`src/include/cache_cfg.svh`:
```
`ifndef CACHE_CFG_SVH
`define CACHE_CFG_SVH

// byte address width on the cpu and memory side
`define CACHE_ADDR_W 32

// word width of hrdata and mem_rdata
`define CACHE_DATA_W 32

// direct mapped, so one line per index
`define CACHE_LINES 16

// words fetched from memory per refill
`define CACHE_LINE_WORDS 4

`endif

```
`src/verilog/cache_pkg.sv`:
```
`include "cache_cfg.svh"

package cache_pkg;

    localparam int LINE_IDX_W = $clog2(`CACHE_LINES);
    localparam int WORD_OFF_W = $clog2(`CACHE_LINE_WORDS);
    // two byte bits sit below the word offset
    localparam int TAG_W = `CACHE_ADDR_W - LINE_IDX_W - WORD_OFF_W - 2;

    typedef enum logic [1:0] {
        IDLE   = 2'b00,
        BUSY   = 2'b01,
        NONSEQ = 2'b10,
        SEQ    = 2'b11
    } ahb_trans_t;

    typedef logic [LINE_IDX_W-1:0] line_idx_t;
    typedef logic [WORD_OFF_W-1:0] word_off_t;
    typedef logic [TAG_W-1:0]      tag_t;

    typedef enum logic [1:0] {
        ST_IDLE = 2'b00,
        ST_READ = 2'b01,
        ST_WAIT = 2'b10,
        ST_DONE = 2'b11
    } refill_state_t;

endpackage

```
`src/verilog/ahb_read_port.sv`:
```
`timescale 1ns/1ns
`include "cache_cfg.svh"

module ahb_read_port
    import cache_pkg::*;
(
    input  logic                     cpu_intf,
    input  logic                     rst_n,
    input  logic [`CACHE_ADDR_W-1:0] haddr,
    input  ahb_trans_t               htrans,
    input  logic                     hit,
    input  logic [`CACHE_DATA_W-1:0] rd_data,
    input  logic                     refill_done,
    output logic                     hready,
    output logic [`CACHE_DATA_W-1:0] hrdata,
    output logic                     cache_hit,
    output logic                     lookup,
    output logic [`CACHE_ADDR_W-1:0] lookup_addr,
    output logic                     miss_req
);

    logic accept;
    logic retry_q;
    logic waiting_q;

    // address phase taken when the previous data phase completes
    assign accept = hready && (htrans == NONSEQ);

    // held address also serves the retry after a refill
    always_ff @(posedge cpu_intf) begin
        if (accept) begin
            lookup_addr <= haddr;
        end
    end

    always_ff @(posedge cpu_intf) begin
        if (!rst_n) begin
            lookup    <= 1'b0;
            retry_q   <= 1'b0;
            waiting_q <= 1'b0;
        end else begin
            lookup  <= accept || (waiting_q && refill_done);
            retry_q <= waiting_q && refill_done;
            if (miss_req) begin
                waiting_q <= 1'b1;
            end else if (refill_done) begin
                waiting_q <= 1'b0;
            end
        end
    end

    assign miss_req = lookup && !hit;

    // stretch the data phase from the missed lookup until the retry
    assign hready = !miss_req && !waiting_q;

    // store answers in the data phase cycle
    assign hrdata = rd_data;

    // the retry hits too, but the transfer itself was a miss
    assign cache_hit = lookup && hit && !retry_q;

    a_no_miss_while_pending: assert property (
        @(posedge cpu_intf) disable iff (!rst_n)
        miss_req |-> !waiting_q
    );

    // wait state must hold through the refill_done cycle
    a_stall_until_refill: assert property (
        @(posedge cpu_intf) disable iff (!rst_n)
        (miss_req || (waiting_q && !refill_done)) |=> !hready
    );

endmodule

```
`src/verilog/cache_store.sv`:
```
`timescale 1ns/1ns
`include "cache_cfg.svh"

module cache_store
    import cache_pkg::*;
(
    input  logic                     cpu_intf,
    input  logic                     rst_n,
    input  logic [`CACHE_ADDR_W-1:0] lookup_addr,
    input  logic                     fill_en,
    input  line_idx_t                fill_idx,
    input  word_off_t                fill_off,
    input  tag_t                     fill_tag,
    input  logic [`CACHE_DATA_W-1:0] fill_data,
    input  logic                     fill_last,
    output logic                     hit,
    output logic [`CACHE_DATA_W-1:0] rd_data
);

    logic [`CACHE_LINES-1:0]  valid_q;
    tag_t                     tag_mem [`CACHE_LINES];
    logic [`CACHE_DATA_W-1:0] data_mem [`CACHE_LINES][`CACHE_LINE_WORDS];

    tag_t      lk_tag;
    line_idx_t lk_idx;
    word_off_t lk_off;

    // fill tracking for the stability check
    logic      fill_open_q;
    line_idx_t open_idx_q;

    // address split: tag | index | word offset | byte
    assign lk_off = lookup_addr[WORD_OFF_W+1:2];
    assign lk_idx = lookup_addr[LINE_IDX_W+WORD_OFF_W+1:WORD_OFF_W+2];
    assign lk_tag = lookup_addr[`CACHE_ADDR_W-1:LINE_IDX_W+WORD_OFF_W+2];

    assign hit     = valid_q[lk_idx] && (tag_mem[lk_idx] == lk_tag);
    assign rd_data = data_mem[lk_idx][lk_off];

    // first word drops the valid bit, last word raises it again
    always_ff @(posedge cpu_intf) begin
        if (!rst_n) begin
            valid_q <= '0;
        end else if (fill_en) begin
            valid_q[fill_idx] <= fill_last;
        end
    end

    always_ff @(posedge cpu_intf) begin
        if (fill_en) begin
            data_mem[fill_idx][fill_off] <= fill_data;
            if (fill_last) begin
                tag_mem[fill_idx] <= fill_tag;
            end
        end
    end

    always_ff @(posedge cpu_intf) begin
        if (!rst_n) begin
            fill_open_q <= 1'b0;
        end else if (fill_en) begin
            fill_open_q <= !fill_last;
        end
    end

    always_ff @(posedge cpu_intf) begin
        if (fill_en) begin
            open_idx_q <= fill_idx;
        end
    end

    // every word of one refill lands in the same line
    a_fill_idx_stable: assert property (
        @(posedge cpu_intf) disable iff (!rst_n)
        (fill_en && fill_open_q) |-> (fill_idx == open_idx_q)
    );

endmodule

```
`src/verilog/line_refill.sv`:
```
`timescale 1ns/1ns
`include "cache_cfg.svh"

module line_refill
    import cache_pkg::*;
(
    input  logic                     cpu_intf,
    input  logic                     rst_n,
    input  logic                     miss_req,
    input  logic [`CACHE_ADDR_W-1:0] miss_addr,
    input  logic [`CACHE_DATA_W-1:0] mem_rdata,
    input  logic                     mem_valid,
    output logic                     mem_rd,
    output logic [`CACHE_ADDR_W-1:0] mem_addr,
    output logic                     fill_en,
    output line_idx_t                fill_idx,
    output word_off_t                fill_off,
    output tag_t                     fill_tag,
    output logic [`CACHE_DATA_W-1:0] fill_data,
    output logic                     fill_last,
    output logic                     refill_done
);

    refill_state_t state_q;
    tag_t          tag_q;
    line_idx_t     idx_q;
    word_off_t     off_q;
    logic          last_word;

    assign last_word = (off_q == word_off_t'(`CACHE_LINE_WORDS - 1));

    always_ff @(posedge cpu_intf) begin
        if (!rst_n) begin
            state_q <= ST_IDLE;
        end else begin
            case (state_q)
                ST_IDLE: if (miss_req) state_q <= ST_READ;
                ST_READ: state_q <= ST_WAIT;
                ST_WAIT: begin
                    if (mem_valid) begin
                        state_q <= last_word ? ST_DONE : ST_READ;
                    end
                end
                ST_DONE: state_q <= ST_IDLE;
                default: state_q <= ST_IDLE;
            endcase
        end
    end

    // line aligned start, offset steps once per returned word
    always_ff @(posedge cpu_intf) begin
        if ((state_q == ST_IDLE) && miss_req) begin
            tag_q <= miss_addr[`CACHE_ADDR_W-1:LINE_IDX_W+WORD_OFF_W+2];
            idx_q <= miss_addr[LINE_IDX_W+WORD_OFF_W+1:WORD_OFF_W+2];
            off_q <= '0;
        end else if (fill_en) begin
            off_q <= off_q + 1'b1;
        end
    end

    assign mem_rd   = (state_q == ST_READ);
    assign mem_addr = {tag_q, idx_q, off_q, 2'b00};

    // returned word goes straight into the store
    assign fill_en     = (state_q == ST_WAIT) && mem_valid;
    assign fill_idx    = idx_q;
    assign fill_off    = off_q;
    assign fill_tag    = tag_q;
    assign fill_data   = mem_rdata;
    assign fill_last   = fill_en && last_word;
    assign refill_done = (state_q == ST_DONE);

    a_no_stray_mem_valid: assert property (
        @(posedge cpu_intf) disable iff (!rst_n)
        (state_q == ST_IDLE) |-> !mem_valid
    );

endmodule

```
`src/verilog/read_cache_top.sv`:
```
`timescale 1ns/1ns
`include "cache_cfg.svh"

module read_cache_top
    import cache_pkg::*;
(
    input  logic                     cpu_intf,
    input  logic                     rst_n,
    input  logic [`CACHE_ADDR_W-1:0] haddr,
    input  ahb_trans_t               htrans,
    input  logic [`CACHE_DATA_W-1:0] mem_rdata,
    input  logic                     mem_valid,
    output logic                     hready,
    output logic [`CACHE_DATA_W-1:0] hrdata,
    output logic                     cache_hit,
    output logic                     mem_rd,
    output logic [`CACHE_ADDR_W-1:0] mem_addr
);

    logic [`CACHE_ADDR_W-1:0] lookup_addr;
    logic                     miss_req;
    logic                     hit;
    logic [`CACHE_DATA_W-1:0] rd_data;
    logic                     refill_done;

    logic                     fill_en;
    line_idx_t                fill_idx;
    word_off_t                fill_off;
    tag_t                     fill_tag;
    logic [`CACHE_DATA_W-1:0] fill_data;
    logic                     fill_last;

    ahb_read_port i_port (
        .cpu_intf    (cpu_intf),
        .rst_n       (rst_n),
        .haddr       (haddr),
        .htrans      (htrans),
        .hit         (hit),
        .rd_data     (rd_data),
        .refill_done (refill_done),
        .hready      (hready),
        .hrdata      (hrdata),
        .cache_hit   (cache_hit),
        .lookup      (),
        .lookup_addr (lookup_addr),
        .miss_req    (miss_req)
    );

    cache_store i_store (
        .cpu_intf    (cpu_intf),
        .rst_n       (rst_n),
        .lookup_addr (lookup_addr),
        .fill_en     (fill_en),
        .fill_idx    (fill_idx),
        .fill_off    (fill_off),
        .fill_tag    (fill_tag),
        .fill_data   (fill_data),
        .fill_last   (fill_last),
        .hit         (hit),
        .rd_data     (rd_data)
    );

    // missed address is the port's held lookup address
    line_refill i_refill (
        .cpu_intf    (cpu_intf),
        .rst_n       (rst_n),
        .miss_req    (miss_req),
        .miss_addr   (lookup_addr),
        .mem_rdata   (mem_rdata),
        .mem_valid   (mem_valid),
        .mem_rd      (mem_rd),
        .mem_addr    (mem_addr),
        .fill_en     (fill_en),
        .fill_idx    (fill_idx),
        .fill_off    (fill_off),
        .fill_tag    (fill_tag),
        .fill_data   (fill_data),
        .fill_last   (fill_last),
        .refill_done (refill_done)
    );

endmodule

```
`config.mk`:
```
export PLATFORM = sky130hd
export DESIGN_NAME = read_cache_top
export DESIGN_NICKNAME = d
export VERILOG_FILES = /design/src/verilog/cache_pkg.sv /design/src/verilog/ahb_read_port.sv /design/src/verilog/cache_store.sv /design/src/verilog/line_refill.sv /design/src/verilog/read_cache_top.sv
export VERILOG_INCLUDE_DIRS = /design/src /design/src/include
export SDC_FILE = /design/constraint.sdc
export NUM_CORES = 2
export LEC_CHECK = 0
export ABC_AREA = 1
export ABC_CLOCK_PERIOD_IN_PS = 4730
export BUFFER_PORTS_ARGS = -buffer_cell sky130_fd_sc_hd__buf_4
export CAP_MARGIN = 20
export CORE_MARGIN = 8
export CORE_UTILIZATION = 32
export CTS_CLUSTER_SIZE = 20
export DETAILED_ROUTE_END_ITERATION = 12
export MAX_ROUTING_LAYER = met4
export PLACE_DENSITY_LB_ADDON = 0.2
export REMOVE_ABC_BUFFERS = 1
export SYNTH_ARGS = -nofsm -noshare
export SYNTH_HDL_FRONTEND = slang
export SYNTH_HIERARCHICAL = 1
export SYNTH_SLANG_ARGS = --single-unit
```
`constraint.sdc`:
```
create_clock -name cpu_intf -period 4.73 [get_ports cpu_intf]
set_clock_uncertainty 0.2 [all_clocks]
set_input_delay 0.946 -clock cpu_intf [delete_from_list [all_inputs] [get_ports cpu_intf]]
set_output_delay 0.946 -clock cpu_intf [all_outputs]
set_load 0.01 [all_outputs]
```
**Word level (Yosys, flattened, before mapping)**

Memories as Yosys holds them, arrays and structs flattened. A register that Yosys moved wholly into a read port is not among the register bits.
Index checks and enable logic that the tools add are counted.

- Bits in writable memories: 2,432
- Logic and storage cells: 71
- Input bits: 69
- Output and inout bits: 67
- Register bits: 83
- Memories kept: 2

Memories:

| name | words | width | rd ports | clocked after Yosys merged registers in | wr ports | RTL line | RTL |
|---|---|---|---|---|---|---|---|
| i_store.data_mem | 16 | 128 | 1 | 1 | 1 | cache_store.sv:22 | `` logic [`CACHE_DATA_W-1:0] data_mem [`CACHE_LINES][`CACHE_LINE_WORDS]; `` |
| i_store.tag_mem | 16 | 24 | 1 | 1 | 1 | cache_store.sv:21 | `` tag_t tag_mem [`CACHE_LINES]; `` |

- Multiplexer cells: 23
- $lt $le $gt $ge: 6
- Equal/unequal tests: 8
- Bitwise operators: 2
- Add/sub/neg operators: 1
- Reduce and logical (&&, ||, !) cells: 20

Operators by type and width:

| cell | count |
|---|---|
| $mux W128 | 1 |
| $mux W32 | 3 |
| $bmux W32 S2 | 1 |
| $demux W32 S2 | 1 |
| $eq A24 B24 Y1 | 1 |
| $bwmux W16 | 1 |
| $logic_and A1 B1 Y1 | 12 |
| $lt A4 B5 Y1 const B | 2 |
| $eq A2 B2 Y1 const B | 4 |
| $mux W1 | 8 |
| $mux W4 | 2 |
| $pmux W2 S4 | 1 |
| $ge A3 B3 Y1 const B | 2 |
| $mux W2 | 3 |
| $not A2 Y3 | 2 |
| $bmux W1 S4 | 1 |
| $demux W1 S4 | 1 |
| $ge A4 B1 Y1 const B | 1 |
| $logic_not A1 Y1 | 4 |
| $ne A2 B2 Y1 const B | 2 |
| $lt A3 B1 Y1 const B | 1 |
| $add A2 B1 Y2 const B | 1 |
| $eq A2 B1 Y1 const B | 1 |
| $logic_not A2 Y1 | 1 |
| other kinds (3) | 3 |

**Depth between registers and ports, before layout**

- Word-level depth: 9
- Depth in mapped cells: 23
- Gate-level depth less buffers: 20

**Hierarchy**

The synthesis kept the hierarchy.

By module, submodules not included:

| module | cells an instance | area each (µm²) | sequential area each (µm²) | instances |
|---|---|---|---|---|
| cache_store | 7,803 | 97,457.2 | 73,350.3 | 1 |
| line_refill | 128 | 1,549.0 | 920.9 | 1 |
| ahb_read_port | 84 | 1,341.3 | 1,021.0 | 1 |

**Least setup slack after synthesis**

OpenSTA, ideal clock, no wires.

- Kind: register -> register
- Start point: register i_port.lookup_addr[4]
- End point: register i_port.lookup_addr[0] (enable)
- Stages on the path, launching flop included: 20
- Period minus slack after synthesis: 3.904 ns
- Arrival: 3.287 ns
- Required time: 4.114 ns
- Slack: 0.826 ns
- Path through: edfxtp_1 > buf_6 > buf_6 > buf_4 > or2_2 > nand3_1 > nand3_1 > nand3_1 > nand2_1 > nand2_1 > nand2_1 > nor2_1 > nand2_1 > nor2_1 > nand2_1 > nor2_1 > inv_1 > nand2_2 > nand2_1 > nor3_2

- Longest elaborated chain between the ends: 8

RTL lines:

| what | RTL line | RTL |
|---|---|---|
| start, declared | ahb_read_port.sv:18 | `` output logic [`CACHE_ADDR_W-1:0] lookup_addr, `` |
| start signal, assigned | ahb_read_port.sv:32 | `lookup_addr <= haddr;` |
| $bmux W1 S4 | cache_store.sv:37 | `assign hit = valid_q[lk_idx] && (tag_mem[lk_idx] == lk_tag);` |
| $mux W1 (not written as such) | cache_store.sv:37 |  |
| $logic_and A1 B1 Y1 | cache_store.sv:37 |  |
| named net hit | read_cache_top.sv:22 | `logic hit;` |
| $logic_not A1 Y1 | ahb_read_port.sv:52 | `assign miss_req = lookup && !hit;` |
| $logic_and A1 B1 Y1 | ahb_read_port.sv:52 |  |
| $logic_not A1 Y1 | ahb_read_port.sv:55 | `assign hready = !miss_req && !waiting_q;` |
| $logic_and A1 B1 Y1 | ahb_read_port.sv:55 |  |
| $logic_and A1 B1 Y1 | ahb_read_port.sv:27 | `assign accept = hready && (htrans == NONSEQ);` |
| named net i_port.accept | ahb_read_port.sv:22 | `logic accept;` |

The timed path passes the listed nets, and every way through them passes these cells. The select of a mux whose other input is x is not followed.
A chain may end at the register's enable or synchronous reset.

==> impl_metrics.py <==
metrics = {
    "clocking": {
        "htree_levels": 5,
        "cts_tree": "yes",
        "clock_sink_count": 2513,
        "cts.clk_slew.worst_paths_ns": 0.06,
        "cts_root_buffer": "clkbuf_16",
        "cts_buffers": 276,
        "clkLatencyLatePin_ns": 0.85,
        "ctsLongestPathBuffers": 4,
    },
    "status": {
        "violations": "setup timing",
        "status": "finished, violations left",
    },
    "setup_path": {
        "cp_max_fo": 20,
        "cp-start-kind": "flop",
        "cp.arrival_ns": 3.61,
        "cp-end-kind": "output port",
        "crit_type": "flop to output port",
        "critPathRequiredTime_ns": 3.58,
    },
    "floorplan": {
        "start_util_pct": 32.2,
        "rows": 205,
        "core_mm2": 0.312,
        "die_w_um": 576,
        "ioPinCount": 136,
        "die_h_um": 576,
        "die_area_mm2": 0.332,
    },
    "placement": {
        "gp_congestion": 0.783,
        "dpl.hpwl_um": 170000,
        "port_buffers": 131,
    },
    "power_and_ir_drop": {
        "p_seq_share_pct": 51.4,
        "powerDensity_mw_per_mm2": 397,
        "power_frac_clock_pct": 42.7,
        "peakVddDrop_v": 0.000279,
        "combinationalPowerShare_pct": 5.9,
        "power.switching_w": 0.0108,
        "p_int_w": 0.0370,
        "total_power_w": 0.0477,
        "power_leakage_nw": 40.1,
        "sw_frac_of_total_pct": 22.5,
    },
    "timing": {
        "fin_crit_ns": 4.76,
        "rsz0062_at_grt": "true",
        "tightest_slew_ns": 0.980,
        "setup_ws_ns": -0.0274,
        "min_period_over_period_pct": 101,
        "drv_slew": 0,
        "finalSetupViolCount": 3,
        "hold_viol_final": 0,
        "fmax_ghz": 0.210,
        "slew_headroom_pct": 34.6,
    },
    "final_layout": {
        "final_util_pct": 38.5,
        "drive_gt1_share_pct": 14.2,
        "finalNetCount": 8292,
        "area_delta_synth_final_pct": 19.8,
        "final-seq-area_mm2": 0.0752,
        "multi_input_area_mm2": 0.0226,
        "fillCellCount": 29600,
    },
    "synth": {
        "synth_area_mm2": 0.100,
        "synth_cells": 8013,
        "ys_warn_count": 6,
        "avgSynthCellArea_um2": 12.5,
    },
    "global_routing": {
        "globalRouteOverflowTotal": 0,
        "grt-busiest-layer": "met2",
        "grt_max_degree": 100,
        "antenna_found_initial": 31,
        "met1_usage_pct": 27.7,
        "track_usage_pct": 20.8,
        "grt_pass1_wl_um": 488000,
        "met2_usage_pct": 33.8,
        "grtUsageMet3_pct": 2.86,
        "grt_pass1_vias": 63500,
    },
    "drt": {
        "wl_per_cell_um": 28.1,
        "wirelength_um": 354000,
        "first_pass_iters": 6,
        "via_count": 67000,
        "drt_iter0_markers": 7580,
        "vias_per_cell": 5.33,
        "postRouteAntennaNets": 0,
        "drc": 0,
    },
    "worst_hold_path": {
        "min_path_type": "input pin to flop",
    },
    "run": {
        "maxCapViolations": 0,
    },
}
power groups by stage:
stage	sequential [W]	combinational (W)	clock, W
detailed placement	0.0250	0.00240	0
global placement	0.0250	0.00237	0
global route	0.0245	0.00301	0.0216
finish	0.0245	0.00282	0.0204
CTS	0.0245	0.00270	0.0208
floorplan	0.0251	0.00123	0
cells in the final DEF (no fill, tap or decap), types with 217 or more instances in the layout:
cell type,n
nand3_1,563
edfxtp_1,2490
o21ai_0,970
nor2_1,1102
inv_1,217
clkbuf_16,302
buf_4,307
nand2_1,1018
o22ai_1,525
state kept, by name, indices dropped and copies added (netlist names):
signal,count
i_refill/state_q,2
i_port/lookup,1
i_port/waiting_q,1
i_port/retry_q,1
i_refill/fill_tag,24
i_store/valid_q,16
i_port/lookup_addr,30
i_refill/fill_idx,4
i_store/data_mem,2048
i_store/tag_mem,384
i_refill/fill_off,2
critical path: stages, from the launching register on:
cell	delay, ns
edfxtp_1	0.37
buf_6	0.14
buf_16	0.18
buf_16	0.19
buf_16	0.16
buf_16	0.16
buf_16	0.18
o21ai_0	0.17
o22ai_1	0.11
nand2_1	0.08
nand3_1	0.14
nand3_2	0.12
a21oi_1	0.08
buf_4	0.23
or2_4	0.27
buf_4	0.15
routing by layer:
metal  share of wire [%]  vias up
met5                   0        -
met4                 2.5        0
met3                 7.1      476
met2                  48     2644
met1                  42    34500
li1                    -    29400
layout make-up:
class	instances	area share (%)
Timing Repair inverter	9	0.123
Multi-Input combinational cell	4640	18.8
Antenna cell	10	0.0208
Clock buffer	331	6.01
Clock inverter	146	0.936
Inverter	229	0.778
Sequential cell	2513	62.6
Tap cell	4140	4.31
Timing Repair Buffer	553	6.42
path summary, 6_finish.rpt:
| kind | cells after the start | from | to | slack (ns) |
|---|---|---|---|---|
| worst max-delay path | 15 | i_port/lookup_addr[4]$_DFFE_PP_ | hrdata[8] | -0.03 |
| worst min-delay path | 1 | haddr[23] | i_port/lookup_addr[23]$_DFFE_PP_ | 0.06 |
| worst max register to register | 23 | i_port/lookup_addr[4]$_DFFE_PP_ | i_refill/fill_idx[2]$_DFFE_PP_ | 1.14 |
| worst min register to register | 2 | i_port/waiting_q$_SDFFE_PN0P_ | i_port/retry_q$_SDFF_PN0_ | 0.26 |
metrics by stage:
step	cell area (um2)	setup slack, ns	hold slack (ns)	setup TNS (ns)	instances
after floorplan	97300	-45.97	0.241	-4435.64	7382
after global placement	108000	0.268	0.250	0	12000
after detailed placement	108000	0.251	0.263	0	12000
after CTS	119000	-0.0961	0.00710	-0.981	12500
after global routing	120000	-0.111	0.0290	-1.52	12600
final	120000	-0.0274	0.0631	-0.0462	12600
repair_timing:
action / 4_1_cts / 5_1_grt
cloned: 49 / 24
pin swaps: 18 / 62
hold buffers: 0 / 0
gates resized for setup: 198 / 271
setup buffers: 34 / 26
endpoints found under the setup margin: 34 / 34
No activity file was read; power rests on OpenSTA's default activity.
